$ cat src/hdl/mem_settings.svh
`ifndef MEM_SETTINGS_SVH
`define MEM_SETTINGS_SVH

// word and address widths
`define MEM_DATA_W 32
`define MEM_ADDR_W 32

// cached RAM and uncached MMIO
`define MEM_NUM_REGIONS 2

// entries per port queue and in the order queue
`define MEM_QUEUE_DEPTH 4

`endif

$ cat src/hdl/bus_pkg.sv
`include "mem_settings.svh"

package bus_pkg;

    typedef logic [`MEM_ADDR_W-1:0]   addr_t;
    typedef logic [`MEM_DATA_W-1:0]   data_t;
    typedef logic [`MEM_DATA_W/8-1:0] strb_t;

    // one code past the last region marks an unmapped address
    localparam int REGION_W = $clog2(`MEM_NUM_REGIONS + 1);

    typedef logic [REGION_W-1:0] region_t;

    localparam region_t REGION_NONE = region_t'(`MEM_NUM_REGIONS);

    typedef struct packed {
        logic  we;
        addr_t adr;
        data_t dat;
        strb_t sel;   // byte enables, ignored on reads
    } wb_req_t;

endpackage

$ cat src/hdl/region_pkg.sv
package region_pkg;

    localparam bus_pkg::region_t REGION_RAM  = bus_pkg::region_t'(0);
    localparam bus_pkg::region_t REGION_MMIO = bus_pkg::region_t'(1);

    // cached RAM, 64 KiB
    localparam bus_pkg::addr_t RAM_BASE  = bus_pkg::addr_t'(32'h0000_0000);
    localparam bus_pkg::addr_t RAM_MASK  = bus_pkg::addr_t'(32'hFFFF_0000);

    // uncached MMIO, 4 KiB
    localparam bus_pkg::addr_t MMIO_BASE = bus_pkg::addr_t'(32'h1FC0_0000);
    localparam bus_pkg::addr_t MMIO_MASK = bus_pkg::addr_t'(32'hFFFF_F000);

    function automatic bus_pkg::region_t region_of(input bus_pkg::addr_t addr);
        if ((addr & RAM_MASK) == RAM_BASE) begin
            return REGION_RAM;
        end
        if ((addr & MMIO_MASK) == MMIO_BASE) begin
            return REGION_MMIO;
        end
        return bus_pkg::REGION_NONE;
    endfunction

endpackage

$ cat src/hdl/mem_subsys_top.sv
`timescale 1ns/1ps
`include "mem_settings.svh"

module mem_subsys_top (
    input  logic                                  i_clk,
    input  logic                                  i_reset,

    input  logic                                  i_req_valid,
    input  logic                                  i_req_we,
    input  bus_pkg::addr_t                        i_req_addr,
    input  bus_pkg::data_t                        i_req_wdata,
    input  bus_pkg::strb_t                        i_req_strb,
    output logic                                  o_req_ready,

    output logic                                  o_resp_valid,
    output bus_pkg::data_t                        o_resp_rdata,
    output logic                                  o_resp_err,
    input  logic                                  i_resp_ready,

    // one wishbone master per region
    output logic [`MEM_NUM_REGIONS-1:0]           o_wb_cyc,
    output logic [`MEM_NUM_REGIONS-1:0]           o_wb_stb,
    output logic [`MEM_NUM_REGIONS-1:0]           o_wb_we,
    output bus_pkg::addr_t [`MEM_NUM_REGIONS-1:0] o_wb_adr,
    output bus_pkg::data_t [`MEM_NUM_REGIONS-1:0] o_wb_dat_w,
    output bus_pkg::strb_t [`MEM_NUM_REGIONS-1:0] o_wb_sel,
    input  bus_pkg::data_t [`MEM_NUM_REGIONS-1:0] i_wb_dat_r,
    input  logic [`MEM_NUM_REGIONS-1:0]           i_wb_ack
);
    import bus_pkg::*;

    // router - ports
    logic [`MEM_NUM_REGIONS-1:0]  port_push;
    logic [`MEM_NUM_REGIONS-1:0]  port_full;
    wb_req_t                      port_entry;

    // router - order queue
    logic                         order_push;
    logic                         order_full;
    region_t                      order_tag;

    // ports - merger
    logic [`MEM_NUM_REGIONS-1:0]  port_done;
    logic [`MEM_NUM_REGIONS-1:0]  port_take;
    data_t [`MEM_NUM_REGIONS-1:0] port_rdata;

    req_router u_req_router (
        .i_clk        ( i_clk        ),
        .i_reset      ( i_reset      ),
        .i_req_valid  ( i_req_valid  ),
        .i_req_we     ( i_req_we     ),
        .i_req_addr   ( i_req_addr   ),
        .i_req_wdata  ( i_req_wdata  ),
        .i_req_strb   ( i_req_strb   ),
        .i_port_full  ( port_full    ),
        .i_order_full ( order_full   ),
        .o_req_ready  ( o_req_ready  ),
        .o_port_push  ( port_push    ),
        .o_port_entry ( port_entry   ),
        .o_order_push ( order_push   ),
        .o_order_tag  ( order_tag    )
    );

    for (genvar r = 0; r < `MEM_NUM_REGIONS; r++) begin : g_port
        wb_master_port u_port (
            .i_clk      ( i_clk         ),
            .i_reset    ( i_reset       ),
            .i_push     ( port_push[r]  ),
            .i_entry    ( port_entry    ),   // shared, push picks the port
            .o_full     ( port_full[r]  ),
            .o_wb_cyc   ( o_wb_cyc[r]   ),
            .o_wb_stb   ( o_wb_stb[r]   ),
            .o_wb_we    ( o_wb_we[r]    ),
            .o_wb_adr   ( o_wb_adr[r]   ),
            .o_wb_dat_w ( o_wb_dat_w[r] ),
            .o_wb_sel   ( o_wb_sel[r]   ),
            .i_wb_dat_r ( i_wb_dat_r[r] ),
            .i_wb_ack   ( i_wb_ack[r]   ),
            .o_done     ( port_done[r]  ),
            .o_rdata    ( port_rdata[r] ),
            .i_take     ( port_take[r]  )
        );
    end

    resp_merge u_resp_merge (
        .i_clk        ( i_clk        ),
        .i_reset      ( i_reset      ),
        .i_push       ( order_push   ),
        .i_tag        ( order_tag    ),
        .o_order_full ( order_full   ),
        .i_port_done  ( port_done    ),
        .i_port_rdata ( port_rdata   ),
        .o_port_take  ( port_take    ),
        .o_resp_valid ( o_resp_valid ),
        .o_resp_rdata ( o_resp_rdata ),
        .o_resp_err   ( o_resp_err   ),
        .i_resp_ready ( i_resp_ready )
    );

endmodule

$ cat src/hdl/req_router.sv
`timescale 1ns/1ps
`include "mem_settings.svh"

module req_router (
    input  logic                        i_clk,
    input  logic                        i_reset,
    input  logic                        i_req_valid,
    input  logic                        i_req_we,
    input  bus_pkg::addr_t              i_req_addr,
    input  bus_pkg::data_t              i_req_wdata,
    input  bus_pkg::strb_t              i_req_strb,
    input  logic [`MEM_NUM_REGIONS-1:0] i_port_full,
    input  logic                        i_order_full,
    output logic                        o_req_ready,
    output logic [`MEM_NUM_REGIONS-1:0] o_port_push,
    output bus_pkg::wb_req_t            o_port_entry,
    output logic                        o_order_push,
    output bus_pkg::region_t            o_order_tag
);
    import bus_pkg::*;
    import region_pkg::*;

    region_t region;
    logic    target_full;
    logic    accept;
    logic    armed;

    assign region = region_of(i_req_addr);

    // unmapped matches no port, so only the order queue counts
    always_comb begin
        target_full = 1'b0;
        for (int r = 0; r < `MEM_NUM_REGIONS; r++) begin
            if (region == region_t'(r)) begin
                target_full = i_port_full[r];
            end
        end
    end

    assign o_req_ready = armed && !i_order_full && !target_full;
    assign accept      = i_req_valid && o_req_ready;

    always_comb begin
        for (int r = 0; r < `MEM_NUM_REGIONS; r++) begin
            o_port_push[r] = accept && (region == region_t'(r));
        end
    end

    assign o_port_entry = '{we: i_req_we, adr: i_req_addr, dat: i_req_wdata, sel: i_req_strb};
    assign o_order_push = accept;   // same edge as the port push
    assign o_order_tag  = region;

    // keeps the CPU off while the queues come out of reset
    always_ff @(posedge i_clk) begin
        if (i_reset) begin
            armed <= 1'b0;
        end else begin
            armed <= 1'b1;
        end
    end

endmodule

$ cat src/hdl/resp_merge.sv
`timescale 1ns/1ps
`include "mem_settings.svh"

module resp_merge (
    input  logic                                  i_clk,
    input  logic                                  i_reset,
    input  logic                                  i_push,
    input  bus_pkg::region_t                      i_tag,
    output logic                                  o_order_full,
    input  logic [`MEM_NUM_REGIONS-1:0]           i_port_done,
    input  bus_pkg::data_t [`MEM_NUM_REGIONS-1:0] i_port_rdata,
    output logic [`MEM_NUM_REGIONS-1:0]           o_port_take,
    output logic                                  o_resp_valid,
    output bus_pkg::data_t                        o_resp_rdata,
    output logic                                  o_resp_err,
    input  logic                                  i_resp_ready
);
    import bus_pkg::*;

    region_t head_tag;
    logic    order_empty;
    logic    head_done;
    data_t   head_rdata;
    logic    unmapped;
    logic    fire;

    sync_fifo #(
        .T_ENTRY ( region_t         ),
        .DEPTH   ( `MEM_QUEUE_DEPTH )
    ) u_order_queue (
        .i_clk       ( i_clk        ),
        .i_reset     ( i_reset      ),
        .i_push      ( i_push       ),
        .i_push_data ( i_tag        ),
        .i_pop       ( fire         ),
        .o_pop_data  ( head_tag     ),
        .o_empty     ( order_empty  ),
        .o_full      ( o_order_full )
    );

    // REGION_NONE matches no port and leaves the data at zero
    always_comb begin
        head_done  = 1'b0;
        head_rdata = '0;
        for (int r = 0; r < `MEM_NUM_REGIONS; r++) begin
            if (head_tag == region_t'(r)) begin
                head_done  = i_port_done[r];
                head_rdata = i_port_rdata[r];
            end
        end
    end

    assign unmapped     = (head_tag == REGION_NONE);
    assign o_resp_valid = !order_empty && (unmapped || head_done);
    assign o_resp_err   = !order_empty && unmapped;
    assign o_resp_rdata = head_rdata;
    assign fire         = o_resp_valid && i_resp_ready;

    always_comb begin
        for (int r = 0; r < `MEM_NUM_REGIONS; r++) begin
            o_port_take[r] = fire && (head_tag == region_t'(r));
        end
    end

endmodule

$ cat src/hdl/sync_fifo.sv
`timescale 1ns/1ps

module sync_fifo #(
    parameter type T_ENTRY = logic,
    parameter int  DEPTH   = 4
) (
    input  logic   i_clk,
    input  logic   i_reset,
    input  logic   i_push,
    input  T_ENTRY i_push_data,
    input  logic   i_pop,
    output T_ENTRY o_pop_data,
    output logic   o_empty,
    output logic   o_full
);
    localparam int PTR_W = (DEPTH > 1) ? $clog2(DEPTH) : 1;
    localparam int CNT_W = $clog2(DEPTH + 1);

    T_ENTRY           mem [DEPTH];
    logic [PTR_W-1:0] rd_ptr;
    logic [PTR_W-1:0] wr_ptr;
    logic [CNT_W-1:0] count;
    logic             do_push;
    logic             do_pop;

    function automatic logic [PTR_W-1:0] next_ptr(input logic [PTR_W-1:0] ptr);
        return (ptr == PTR_W'(DEPTH - 1)) ? '0 : ptr + 1'b1;
    endfunction

    assign o_empty    = (count == '0);
    assign o_full     = (count == CNT_W'(DEPTH));
    assign do_pop     = i_pop && !o_empty;
    assign do_push    = i_push && (!o_full || do_pop);  // full is fine if the head leaves
    assign o_pop_data = mem[rd_ptr];

    always_ff @(posedge i_clk) begin
        if (i_reset) begin
            rd_ptr <= '0;
            wr_ptr <= '0;
            count  <= '0;
        end else begin
            if (do_push) begin
                wr_ptr <= next_ptr(wr_ptr);
            end
            if (do_pop) begin
                rd_ptr <= next_ptr(rd_ptr);
            end
            case ({do_push, do_pop})
                2'b10:   count <= count + 1'b1;
                2'b01:   count <= count - 1'b1;
                default: count <= count;   // both or neither
            endcase
        end
    end

    always_ff @(posedge i_clk) begin
        if (do_push) begin
            mem[wr_ptr] <= i_push_data;
        end
    end

endmodule

$ cat src/hdl/wb_master_port.sv
`timescale 1ns/1ps
`include "mem_settings.svh"

module wb_master_port (
    input  logic             i_clk,
    input  logic             i_reset,
    input  logic             i_push,
    input  bus_pkg::wb_req_t i_entry,
    output logic             o_full,
    output logic             o_wb_cyc,
    output logic             o_wb_stb,
    output logic             o_wb_we,
    output bus_pkg::addr_t   o_wb_adr,
    output bus_pkg::data_t   o_wb_dat_w,
    output bus_pkg::strb_t   o_wb_sel,
    input  bus_pkg::data_t   i_wb_dat_r,
    input  logic             i_wb_ack,
    output logic             o_done,
    output bus_pkg::data_t   o_rdata,
    input  logic             i_take
);
    import bus_pkg::*;

    typedef enum logic {
        ST_IDLE,
        ST_BUSY
    } state_t;

    state_t  state;
    wb_req_t head;
    logic    q_empty;
    logic    start;
    logic    bus_ack;

    sync_fifo #(
        .T_ENTRY ( wb_req_t         ),
        .DEPTH   ( `MEM_QUEUE_DEPTH )
    ) u_req_queue (
        .i_clk       ( i_clk   ),
        .i_reset     ( i_reset ),
        .i_push      ( i_push  ),
        .i_push_data ( i_entry ),
        .i_pop       ( bus_ack ),   // head stays put for the whole cycle
        .o_pop_data  ( head    ),
        .o_empty     ( q_empty ),
        .o_full      ( o_full  )
    );

    // one result slot, so wait for the merger to take it
    assign start   = (state == ST_IDLE) && !q_empty && !o_done;
    assign bus_ack = (state == ST_BUSY) && i_wb_ack;

    always_ff @(posedge i_clk) begin
        if (i_reset) begin
            state  <= ST_IDLE;
            o_done <= 1'b0;
        end else begin
            case (state)
                ST_IDLE: if (start) begin
                    state <= ST_BUSY;
                end
                ST_BUSY: if (i_wb_ack) begin
                    state <= ST_IDLE;
                end
                default: state <= ST_IDLE;
            endcase
            if (bus_ack) begin
                o_done <= 1'b1;
            end else if (i_take) begin
                o_done <= 1'b0;
            end
        end
    end

    always_ff @(posedge i_clk) begin
        if (bus_ack) begin
            o_rdata <= i_wb_dat_r;  // writes latch it too, merger returns it anyway
        end
    end

    assign o_wb_cyc   = (state == ST_BUSY);
    assign o_wb_stb   = (state == ST_BUSY);
    assign o_wb_we    = head.we;
    assign o_wb_adr   = head.adr;
    assign o_wb_dat_w = head.dat;
    assign o_wb_sel   = head.sel;

endmodule

$ cat config.mk
export PLATFORM = sky130hd
export DESIGN_NAME = mem_subsys_top
export DESIGN_NICKNAME = d
export VERILOG_FILES = /design/src/hdl/bus_pkg.sv /design/src/hdl/region_pkg.sv /design/src/hdl/mem_subsys_top.sv /design/src/hdl/req_router.sv /design/src/hdl/resp_merge.sv /design/src/hdl/sync_fifo.sv /design/src/hdl/wb_master_port.sv
export VERILOG_INCLUDE_DIRS = /design/src /design/src/hdl
export SDC_FILE = /design/constraint.sdc
export NUM_CORES = 1
export LEC_CHECK = 0
export BUFFER_PORTS_ARGS = -buffer_cell sky130_fd_sc_hd__buf_2
export CAP_MARGIN = 20
export CORE_UTILIZATION = 35
export CTS_CLUSTER_SIZE = 12
export DETAILED_ROUTE_END_ITERATION = 10
export SETUP_SLACK_MARGIN = 0.4
export SLEW_MARGIN = 20
export SYNTH_ARGS = -nofsm -noshare
export SYNTH_HDL_FRONTEND = slang
export SYNTH_SLANG_ARGS = --single-unit
$ cat constraint.sdc
create_clock -name i_clk -period 10.7 [get_ports i_clk]
set_input_delay 1.605 -clock i_clk [delete_from_list [all_inputs] [get_ports i_clk]]
set_output_delay 1.605 -clock i_clk [all_outputs]
set_load 0.02 [all_outputs]
* Word level (Yosys, flattened, before mapping) *
Memories as Yosys holds them, arrays and structs flattened. A register that Yosys moved wholly into a read port is not among the register bits.
Index checks and enable logic that the tools add are counted.

word-level totals
  bits in registers = 90
  RAM bits = 560
  input port bits = 139
  output and inout bits = 177
  memories kept = 3

operators by class
  add/sub/neg operators = 12
  eq/ne operators = 19
  muxes and demuxes = 45
  bitwise gates (word level) = 2
  reductions and logical operators = 46

memory list
  name                              depth  bits a word  rd ports  clocked after Yosys merged registers in  write ports  line             text
  g_port[0].u_port.u_req_queue.mem  4      69           1         1                                        1            sync_fifo.sv:19  T_ENTRY mem [DEPTH];
  g_port[1].u_port.u_req_queue.mem  4      69           1         1                                        1            sync_fifo.sv:19
  u_resp_merge.u_order_queue.mem    4      2            1         1                                        1            sync_fifo.sv:19

operators with widths
  cell                                              count
  2-to-1 mux 32 bit                                 2
  logical NOT 32 bit                                1
  2-to-1 mux 2 bit                                  16
  logical AND 1 bit                                 22
  2-to-1 mux 1 bit                                  22
  == test 2 bit, second input constant              10
  == test 20 x 17 -> 1 bit, second input constant   1
  case mux 3 bit (2 select lines)                   3
  adder 2 x 1 -> 2 bit, second input constant       6
  == test 2 x 1 -> 1 bit, second input constant     5
  nonzero test 2 bit                                5
  adder 3 x 1 -> 3 bit, second input constant       3
  == test 3 bit, second input constant              3
  logical NOT 1 bit                                 9
  logical NOT 3 bit                                 3
  subtractor 3 x 1 -> 3 bit, second input constant  3
  logical NOT 2 bit                                 2
  logical OR 1 bit                                  4
  case mux 1 bit (2 select lines)                   2
  inverter 1 bit                                    2

* Logic depth before layout (Yosys ltp) *
Gate-level depths: netlist of the first run.

  depth in word-level cells = 15
  mapped depth = 12
  gate-level depth less buffers = 11

* Modules after synthesis *
Synthesis of the first run repeated with hierarchy kept, for this count alone.

second synthesis, totals
  cell total of the unflattened synthesis = 1158
  area total of the unflattened synthesis = 25115.3 um2

by module, submodules not included
  module                                     times used  cells each  area an instance (um2)
  sync_fifo at g_port[0].u_port.u_req_queue  1           420         10471.3
  sync_fifo at g_port[1].u_port.u_req_queue  1           413         10426.2
  wb_master_port                             2           42          1049.8
  sync_fifo at u_resp_merge.u_order_queue    1           69          829.5
  req_router                                 1           91          673.1
  resp_merge                                 1           81          615.6

* Worst setup path after synthesis of the first run *
Ideal clock, no wire load.

  kind = input port to flip-flop
  start = input port i_req_addr[16]
  end = memory g_port[1].u_port.u_req_queue.mem[0][0] (netlist name) (enable)
  library setup time = 435 ps
  data arrival time = 4431 ps
  setup slack = 5834 ps
  stages on the path = 5
  path buffers = 1
  cell sequence = or4_4 > nor4_4 > and4_1 > buf_4 > and2_1

between the ends
  word-level cells in the longest chain between the ends = 15
  elaborated cells on any way between the ends = 19

RTL lines
  what                                        line                  text
  from (decl)                                 mem_subsys_top.sv:10  input bus_pkg::addr_t i_req_addr,
  == test 20 x 17 -> 1 bit                    region_pkg.sv:18      if ((addr & MMIO_MASK) == MMIO_BASE) begin
  2-to-1 mux 1 bit (2 in a row)               region_pkg.sv:18
  2-to-1 mux 2 bit                            region_pkg.sv:21      return bus_pkg::REGION_NONE;
  2-to-1 mux 2 bit (*)                        region_pkg.sv:18
  logical NOT 2 bit                           req_router.sv:34      if (region == region_t'(r)) begin
  2-to-1 mux 1 bit (2 in a row)               req_router.sv:34
  logical NOT 1 bit                           req_router.sv:40      assign o_req_ready = armed && !i_order_full && !target_full;
  logical AND 1 bit                           req_router.sv:40
  logical AND 1 bit                           req_router.sv:41      assign accept = i_req_valid && o_req_ready;
  logical AND 1 bit (*)                       req_router.sv:45      o_port_push[r] = accept && (region == region_t'(r));
  logical AND 1 bit (*)                       sync_fifo.sv:33       assign do_push = i_push && (!o_full || do_pop);
  2-to-1 mux 1 bit (*)                        sync_fifo.sv:57       if (do_push) begin
  2-to-1 mux 1 bit (not written as such) (*)  sync_fifo.sv:58       mem[wr_ptr] <= i_push_data;
  to (decl)                                   sync_fifo.sv:19

Mark *: on every way between the ends. The rest lies on a longest branch, timed or not. The select of a mux whose other input is x is not followed.

* Worst setup path after layout of the first run *
  start = input port i_req_addr[13]
  end = output port o_req_ready

between the ends
  word-level cells in the longest chain between the ends = 10
  elaborated cells on any way between the ends = 12

RTL lines
  what                           line                  text
  == test 20 x 17 -> 1 bit (*)   region_pkg.sv:18
  2-to-1 mux 1 bit (2 in a row)  region_pkg.sv:18
  2-to-1 mux 2 bit (*)           region_pkg.sv:21
  2-to-1 mux 2 bit (*)           region_pkg.sv:18
  logical NOT 2 bit              req_router.sv:34
  2-to-1 mux 1 bit               req_router.sv:34
  2-to-1 mux 1 bit (*)           req_router.sv:34
  logical NOT 1 bit (*)          req_router.sv:40
  logical AND 1 bit (*)          req_router.sv:40
  to (decl)                      mem_subsys_top.sv:13  output logic o_req_ready,

Marks and branches as above.

==> tab_implementation.tex, run 1 <==
\begin{tabular}{lr}
\hline
Metric & Value \\
\hline
\multicolumn{2}{l}{\textbf{Outcome}} \\
\quad Outcome & finished clean \\
\multicolumn{2}{l}{\textbf{Cells and area}} \\
\quad Core utilization of the finished layout & 0.425 \\
\quad Ratio of cells with drive above 1 in the final layout & 0.394 \\
\quad Most frequent standard cell in the layout excluding fill and tap cells & sky130\_fd\_sc\_hd\_\_edfxtp\_1 \\
\quad Area growth, synth to finish & 20.0\% \\
\quad Total number of nets in the final design & 1,594 \\
\quad Cell area after layout & 29,200 sq um \\
\quad Commonest non-fill, non-tap cells in the layout & sky130\_fd\_sc\_hd\_\_edfxtp\_1 (624), sky130\_fd\_sc\_hd\_\_buf\_2 (315), sky130\_fd\_sc\_hd\_\_mux4\_2 (140) \\
\multicolumn{2}{l}{\textbf{Logic synthesis}} \\
\quad Most frequently used flop master after synthesis & sky130\_fd\_sc\_hd\_\_edfxtp\_1 \\
\quad Mapped cell area & roughly 24,000 sq um \\
\quad Nets in the synthesized netlist & $\sim$1,200 \\
\quad Gate count of the mapped netlist & $\sim$1,100 \\
\quad Library cell with the largest summed area after synthesis & sky130\_fd\_sc\_hd\_\_edfxtp\_1 \\
\quad Sequential share of the synthesized area & 0.796 \\
\quad Register bit count reported by yosys & 656 \\
\quad Top-area cell type share of the netlist area & 0.769 \\
\quad Cell types with the largest area share after synthesis & sky130\_fd\_sc\_hd\_\_edfxtp\_1 (77\%), sky130\_fd\_sc\_hd\_\_mux4\_2 (13\%), sky130\_fd\_sc\_hd\_\_dfxtp\_1 (2.6\%) \\
\quad Number of different library cells in the post-synthesis netlist & 41 \\
\quad Async set or reset register ratio after synthesis & 0 \\
\quad Avg Inst Size Synth & around 23 sq um \\
\quad EDFF count, synth & 624 \\
\quad Yosys warning count & 0 \\
\multicolumn{2}{l}{\textbf{Critical path}} \\
\quad Crit path DAT & 3450 ps \\
\quad Worst-path maximum fanout & 9 \\
\quad Worst endpoint required time & 9100 ps \\
\quad Element type at the critical path start & primary input \\
\quad Critical path start-end classification & primary input to output pin \\
\quad Kind of end point of the critical path & output pin \\
\multicolumn{2}{l}{\textbf{STA}} \\
\quad Count of pins over their slew limit & 0 \\
\quad Achievable frequency & 198 MHz \\
\quad Setup total negative slack & 0 ps \\
\quad Final worst clock skew & 47.5 ps \\
\quad PnR worst setup slack & roughly 5600 ps \\
\quad Setup repair after global routing missed its margin & false \\
\quad Final worst hold slack & 477 ps \\
\quad Setup violation total in the final timing report & 0 \\
\quad Slew Limit Headroom & 0.360 \\
\quad Worst Max-Slew Pin Slew & around 960 ps \\
\quad Final clock period utilization by the worst path & 0.472 \\
\quad Final Hold Fails & 0 \\
\quad Minimum period implied by the final worst setup slack & 5050 ps \\
\multicolumn{2}{l}{\textbf{Routing}} \\
\quad Post-DR vias/cell & about 4.9 \\
\quad Aggregate routed wire length & 54,900 um \\
\quad DR DRC count & 0 \\
\quad WL/cell & 22.7 um \\
\quad Number of routed nets with antenna violations & 0 \\
\quad Iteration-0 DRC Markers & 892 \\
\quad Vias after detailed routing & about 12,000 \\
\quad First-pass iteration count of the detailed router & 5 \\
\multicolumn{2}{l}{\textbf{Placed design}} \\
\quad Placer congestion estimate & 0.756 \\
\quad IO Port Bufs & between 300 and 400 \\
\quad Pre-CTS setup slack & 5660 ps \\
\quad Detailed placer's ending HPWL & 34,000 um \\
\quad Cell Area, Placed & between 20,000 and 30,000 sq um \\
\multicolumn{2}{l}{\textbf{Power and ir drop}} \\
\quad Psw & 1050 uW \\
\quad Combinational share of power & 0.019 \\
\quad Power share of the sequential group & 0.539 \\
\quad PD cells & 178 nW/um\^{}2 \\
\quad Switching Share & 0.202 \\
\quad Worst vdd rail ir drop & 0.132 mV \\
\quad Internal Power & slightly above 4000 uW \\
\quad Part of the power in the clock network & 0.441 \\
\quad Static leakage power & 0.00977 uW \\
\multicolumn{2}{l}{\textbf{Clocking}} \\
\quad CTS tree & yes \\
\quad Post-CTS setup buffer count & 0 \\
\quad Maximum level of the CTS H-tree & 3 \\
\quad Buffer cell driving the clock tree root & sky130\_fd\_sc\_hd\_\_clkbuf\_16 \\
\quad Reg clk slew, reported paths & 50 ps \\
\quad Worst-Skew Late Latency & 630 ps \\
\quad Post-cts resize count & 0 \\
\quad Maximum count of clock buffers along a single path & 3 \\
\quad Number of buffers created by CTS & 71 \\
\quad Post-cts hold buffer count & 0 \\
\quad Sinks on the clock net & approximately 660 \\
\multicolumn{2}{l}{\textbf{Job}} \\
\quad Max cap viols & 0 \\
\multicolumn{2}{l}{\textbf{GRT}} \\
\quad Maximum number of pins on one net before global-route repair & 69 \\
\quad First-pass GRT wire length & 80,800 um \\
\quad Antenna violations before repair & 10 \\
\quad Number of global-route vias before repair & 12,379 \\
\quad GR Overflow Total & 0 \\
\quad Total Routing Usage GR & 0.156 \\
\multicolumn{2}{l}{\textbf{Floorplanning}} \\
\quad Chip Height & 266 um \\
\quad Starting density of the core & 0.354 \\
\quad Overall die area & 70,600 sq um \\
\quad Number of core rows & 96 \\
\quad Boundary pin count & 316 \\
\quad DIE WIDTH & 266 um \\
\quad Std-Cell Core Area & 68,700 sq um \\
\multicolumn{2}{l}{\textbf{Worst hold path}} \\
\quad Path class of the lowest-slack min-delay path & flop to flop \\
\hline
\end{tabular}
[worst paths after layout]
check                                                      start                                                to  slack (ps)  cells past startpoint
max reg2reg                                                 flop  u_resp_merge.u_order_queue.count[2]$_SDFFE_PP0P_        7420                      9
min reg2reg  g_port[1].u_port.u_req_queue.rd_ptr[1]$_SDFFE_PP0P_                                              flop         480                      2
min          g_port[1].u_port.u_req_queue.rd_ptr[1]$_SDFFE_PP0P_                                              flop         480                      2
max                                               i_req_addr[13]                                       o_req_ready        5650                      6
[power by group through the flow]
stage | sequential (uW) | combinational [uW] | clock (uW)
CTS | 2810 | 102 | 2370
detailed placement | 2860 | 102 | 0
floorplan | 2870 | 35.2 | 0
global placement | 2860 | 97.3 | 0
global route | 2810 | 111 | 2460
finish | 2810 | 101 | 2300
[registers in the layout, indices dropped and copies added, names as in the netlist, named ones only]
name / flops
g_port.u_port.o_done: 2
u_resp_merge.u_order_queue.wr_ptr: 2
u_resp_merge.u_order_queue.mem: 8
g_port.u_port.o_wb_cyc: 2
g_port.u_port.u_req_queue.wr_ptr: 4
g_port.u_port.u_req_queue.mem: 552
u_resp_merge.u_order_queue.rd_ptr: 2
u_req_router.armed: 1
g_port.u_port.u_req_queue.rd_ptr: 4
g_port.u_port.u_req_queue.count: 6
g_port.u_port.o_rdata: 64
u_resp_merge.u_order_queue.count: 3
[final cells by class]
cell class	count	area (sq um)
multi-input cells	349	4660
diodes	4	10.0
clock inverters	29	349
inverters	26	97.6
repair buffers	330	1690
flip-flops and latches	656	19400
clock buffers	89	1850
well taps	931	1160
fillers	6009	39500
[cells by family after synthesis]
| family | count (synthesis) | share of synthesized area |
|---|---|---|
| compound gates | 27 | 0.00673 |
| xor+xnor | 6 | 0.00216 |
| fa+ha+maj | 21 | 0.0117 |
| buf+inv | 77 | 0.0139 |
| flops | 656 | 0.796 |
| mux | 177 | 0.145 |
| simple gates | 118 | 0.0251 |
[Yosys cell counts (9+ instances only)]
master and n:
sky130_fd_sc_hd__inv_1 25, sky130_fd_sc_hd__a21oi_1 15, sky130_fd_sc_hd__mux4_2 140, sky130_fd_sc_hd__clkbuf_1 23, sky130_fd_sc_hd__ha_1 18, sky130_fd_sc_hd__dfxtp_1 32, sky130_fd_sc_hd__buf_2 19, sky130_fd_sc_hd__and2_1 9
sky130_fd_sc_hd__nor2_1 56, sky130_fd_sc_hd__mux2i_1 37, sky130_fd_sc_hd__edfxtp_1 624, sky130_fd_sc_hd__nor3_1 11
[worst max-delay path, stage by stage]
cell and delay [ps]:
sky130_fd_sc_hd__buf_2 150, sky130_fd_sc_hd__or4_1 700, sky130_fd_sc_hd__nor4_4 260, sky130_fd_sc_hd__a22oi_1 280
sky130_fd_sc_hd__and3_1 270, sky130_fd_sc_hd__buf_2 160
[stage by stage]
stage,instances,total power (uW)
6_report,2414,5210
5_1_grt,2412,5380
4_1_cts,2410,5280
3_5_place_dp,2292,2970
3_3_place_gp,2292,2960
2_1_floorplan,1082,2900
[routing by layer]
| layer | global-route usage | share of wire |
|---|---|---|
| met5 | 0 | 0.00095 |
| met4 | 0.0469 | 0.024 |
| met3 | 0.0378 | 0.060 |
| met2 | 0.255 | 0.49 |
| met1 | 0.207 | 0.42 |
No activity file was read; power rests on OpenSTA's default activity.
==> run 2: changes to the inputs <==
- ABC_AREA: not set -> 1
- clock period: 10.7 -> 4.6 ns (I/O delays scaled with it)
==> run 2 against run 1 <==
Routed wire length increased by 18%. Highest routed layer unchanged. Largest power group unchanged. Final cell count increased by 26%. Combinational power increased by 150%.
==> tab_implementation.tex, run 2 <==
\begin{tabular}{lr}
\hline
Metric & Value \\
\hline
\multicolumn{2}{l}{\textbf{Placed design}} \\
\quad Detailed placer's ending HPWL & 38,100 um (+12\%) \\
\quad IO Port Bufs & 315 (unchanged) \\
\quad Placer congestion estimate & 0.780 (+3.1\%) \\
\quad Pre-CTS setup slack & 1300 ps (-4360 ps) \\
\quad Placed cell count & 2,926 (+28\%) \\
\multicolumn{2}{l}{\textbf{Outcome}} \\
\quad Outcome & finished clean \\
\multicolumn{2}{l}{\textbf{GRT}} \\
\quad Number of global-route vias before repair & 15,103 (+22\%) \\
\quad GR Overflow Total & 0 (unchanged) \\
\quad First-pass GRT wire length & 94,200 um (+17\%) \\
\quad Antenna violations before repair & 5 (-5) \\
\quad Total Routing Usage GR & 0.176 (+0.0200) \\
\quad Maximum number of pins on one net before global-route repair & 139 (+100\%) \\
\multicolumn{2}{l}{\textbf{Routing}} \\
\quad Post-DR vias/cell & 5.05 (+3.0\%) \\
\quad Vias after detailed routing & 15,396 (+30\%) \\
\quad First-pass iteration count of the detailed router & 5 (unchanged) \\
\quad Iteration-0 DRC Markers & 1,120 (+26\%) \\
\quad Number of routed nets with antenna violations & 0 (unchanged) \\
\quad WL/cell & 21.2 um (-6.7\%) \\
\quad DR DRC count & 0 (unchanged) \\
\quad Aggregate routed wire length & 64,700 um (+18\%) \\
\multicolumn{2}{l}{\textbf{Cells and area}} \\
\quad Flip-flop count of the largest register after layout & 552 (unchanged) \\
\quad Cell Count, Final, Fillers Out & 3,050 (+26\%) \\
\quad Commonest non-fill, non-tap cells in the layout & sky130\_fd\_sc\_hd\_\_edfxtp\_1 (624), sky130\_fd\_sc\_hd\_\_nor2\_1 (324), sky130\_fd\_sc\_hd\_\_buf\_2 (315) \\
\quad Area growth, synth to finish & 19.2\% \\
\quad Most frequent standard cell in the layout excluding fill and tap cells & sky130\_fd\_sc\_hd\_\_edfxtp\_1 \\
\quad Ratio of cells with drive above 1 in the final layout & 0.227 (-0.168) \\
\quad Registers with the highest flip-flop counts & g\_port.u\_port.u\_req\_queue.mem: 552 flops, g\_port.u\_port.o\_rdata: 64 flops, u\_resp\_merge.u\_order\_queue.mem: 8 flops \\
\quad Register with the highest flop count & g\_port.u\_port.u\_req\_queue.mem \\
\quad Total number of nets in the final design & 2,220 (+39\%) \\
\multicolumn{2}{l}{\textbf{Power and ir drop}} \\
\quad Static leakage power & 0.0104 uW (+6.1\%) \\
\quad Worst vdd rail ir drop & 0.311 mV (+140\%) \\
\quad PD cells & 408 nW/um\^{}2 (+130\%) \\
\multicolumn{2}{l}{\textbf{Logic synthesis}} \\
\quad Avg Inst Size Synth & 14.3 sq um (-37\%) \\
\quad Library cell with the largest summed area after synthesis & sky130\_fd\_sc\_hd\_\_edfxtp\_1 \\
\quad Sequential share of the synthesized area & 0.779 (-0.0172) \\
\quad Yosys warning count & 0 (unchanged) \\
\quad Most numerous cell types in the synthesized netlist & sky130\_fd\_sc\_hd\_\_edfxtp\_1 (624), sky130\_fd\_sc\_hd\_\_nor2\_1 (324), sky130\_fd\_sc\_hd\_\_o21ai\_0 (288) \\
\quad EDFF count, synth & 624 (unchanged) \\
\quad Gate count of the mapped netlist & 1,745 (+61\%) \\
\quad Nets in the synthesized netlist & 1,905 (+53\%) \\
\quad Cell types with the largest area share after synthesis & sky130\_fd\_sc\_hd\_\_edfxtp\_1 (75\%), sky130\_fd\_sc\_hd\_\_o21ai\_0 (5.8\%), sky130\_fd\_sc\_hd\_\_nor2\_1 (4.9\%) \\
\quad Most frequently used flop master after synthesis & sky130\_fd\_sc\_hd\_\_edfxtp\_1 \\
\quad Mapped cell area & 24,900 sq um (+2.2\%) \\
\quad Async set or reset register ratio after synthesis & 0 (unchanged) \\
\quad Register bit count reported by yosys & 656 (unchanged) \\
\quad Number of different library cells in the post-synthesis netlist & 36 (-12\%) \\
\quad Most instantiated library cell after synthesis & sky130\_fd\_sc\_hd\_\_edfxtp\_1 \\
\quad Top-area cell type share of the netlist area & 0.753 (-0.0166) \\
\multicolumn{2}{l}{\textbf{STA}} \\
\quad Final clock period utilization by the worst path & 0.788 \\
\quad Achievable frequency & 276 MHz \\
\quad Final Hold Fails & 0 (unchanged) \\
\quad Final worst hold slack & 243 ps (-234 ps) \\
\quad Slew Limit Headroom & 0.315 (-0.0458) \\
\quad PnR worst setup slack & 977 ps (-4670 ps) \\
\quad Minimum period implied by the final worst setup slack & $\sim$3600 ps \\
\quad Setup repair after global routing missed its margin & false \\
\quad Count of pins over their slew limit & 0 (unchanged) \\
\quad Setup total negative slack & 0 ps (unchanged) \\
\quad Setup violation total in the final timing report & 0 (unchanged) \\
\quad Worst Max-Slew Pin Slew & 1030 ps (+66.3 ps) \\
\quad Final worst clock skew & 19.5 ps (-28.0 ps) \\
\multicolumn{2}{l}{\textbf{Clocking}} \\
\quad Reg clk slew, reported paths & 60 ps (about the same) \\
\quad Post-cts hold buffer count & 0 (unchanged) \\
\quad Sinks on the clock net & 656 (unchanged) \\
\quad CTS tree & yes \\
\quad Maximum count of clock buffers along a single path & 3 (unchanged) \\
\quad Post-CTS setup buffer count & 0 (unchanged) \\
\quad Maximum level of the CTS H-tree & 3 (unchanged) \\
\quad Worst-Skew Late Latency & 620 ps (about the same) \\
\quad Buffer cell driving the clock tree root & sky130\_fd\_sc\_hd\_\_clkbuf\_16 \\
\quad Number of buffers created by CTS & 72 (+1.4\%) \\
\quad Post-cts resize count & 0 (unchanged) \\
\multicolumn{2}{l}{\textbf{Critical path}} \\
\quad Crit path DAT & 2930 ps (-520 ps) \\
\quad Element type at the critical path start & flop \\
\quad Kind of end point of the critical path & output pin \\
\quad CP max-delay cell & sky130\_fd\_sc\_hd\_\_inv\_2 \\
\quad Worst-path maximum fanout & 38 (+29) \\
\quad Worst endpoint required time & 3910 ps (-5190 ps) \\
\quad Critical path's largest stage delay & 760 ps (+60 ps) \\
\quad Critical path start-end classification & flop to output pin \\
\quad Critical path, cell by cell & inv\_2 > buf\_4 > o21ai\_0 > o22ai\_1 > buf\_2 \\
\multicolumn{2}{l}{\textbf{Floorplanning}} \\
\quad Chip Height & 269 um (+1.1\%) \\
\quad Overall die area & 72,200 sq um (+2.2\%) \\
\quad Starting density of the core & 0.355 (+0.000374) \\
\quad DIE WIDTH & 269 um (+1.1\%) \\
\quad Std-Cell Core Area & 70,100 sq um (+2.1\%) \\
\quad Number of core rows & 97 (+1.0\%) \\
\quad Boundary pin count & 316 (unchanged) \\
\multicolumn{2}{l}{\textbf{Worst hold path}} \\
\quad Path class of the lowest-slack min-delay path & primary input to flop \\
\multicolumn{2}{l}{\textbf{Job}} \\
\quad Max cap viols & 0 (unchanged) \\
\hline
\end{tabular}
-- run 2: worst paths after layout --
kind                            cells after the start                                        startpoint                                                end  slack (ps)
worst max-delay path                                5                                              flop                                       o_wb_adr[36]         980
worst min-delay path                                1                                    i_wb_dat_r[62]             g_port[1].u_port.o_rdata[30]$_DFFE_PP_         240
worst max register to register                      9  u_resp_merge.u_order_queue.count[1]$_SDFFE_PP0P_  g_port[1].u_port.u_req_queue.mem[3][16]$_DFFE_PP_        1960
worst min register to register                      2              g_port[0].u_port.o_done$_SDFFE_PP0P_               g_port[0].u_port.o_done$_SDFFE_PP0P_         490
-- run 2: kinds of logic after synthesis --
| group | after synthesis | synth area share |
|---|---|---|
| flops | 656 | 0.779 |
| simple gates | 422 | 0.0714 |
| buf+inv | 165 | 0.0282 |
| compound gates | 481 | 0.110 |
| fa+ha+maj | 21 | 0.0115 |
-- run 2: metal layers --
metal  part of all wire  up-vias  track usage  wire (um)
li1                   -     7129            -          -
met1               0.42     7721        0.230      27500
met2               0.49      447        0.294      31900
met3              0.060       91       0.0358       3890
met4              0.022        8       0.0559       1410
met5            0.00083        -            0         54
-- run 2: critical path, delay by kind of cell (launching register included) --
family                 cells  cell delay, ps
buffers and inverters      3            1390
flip-flops                 1             460
AO/OA/AOI/OAI              2             430
-- run 2: power by group --
group          switching, uW  internal [uW]
Clock                   2330           2990
Combinational            171           81.1
Sequential              3.55           6530
-- run 2: metrics by stage --
step	power (uW)	area (sq um)	utilization
2_1_floorplan	6760	24900	-
3_3_place_gp	6900	27500	0.392
3_5_place_dp	6910	27500	0.392
4_1_cts	12200	29700	0.423
5_1_grt	12500	29700	0.423
6_report	12100	29700	0.423
-- run 2: layout make-up --
class | instances | area, sq um
fillers | 6451 | 40500
flip-flops and latches | 656 | 19400
multi-input cells | 924 | 4850
clock buffers | 93 | 1890
repair buffers | 344 | 1840
well taps | 940 | 1180
clock inverters | 30 | 274
inverters | 62 | 243
diodes | 1 | 2.50
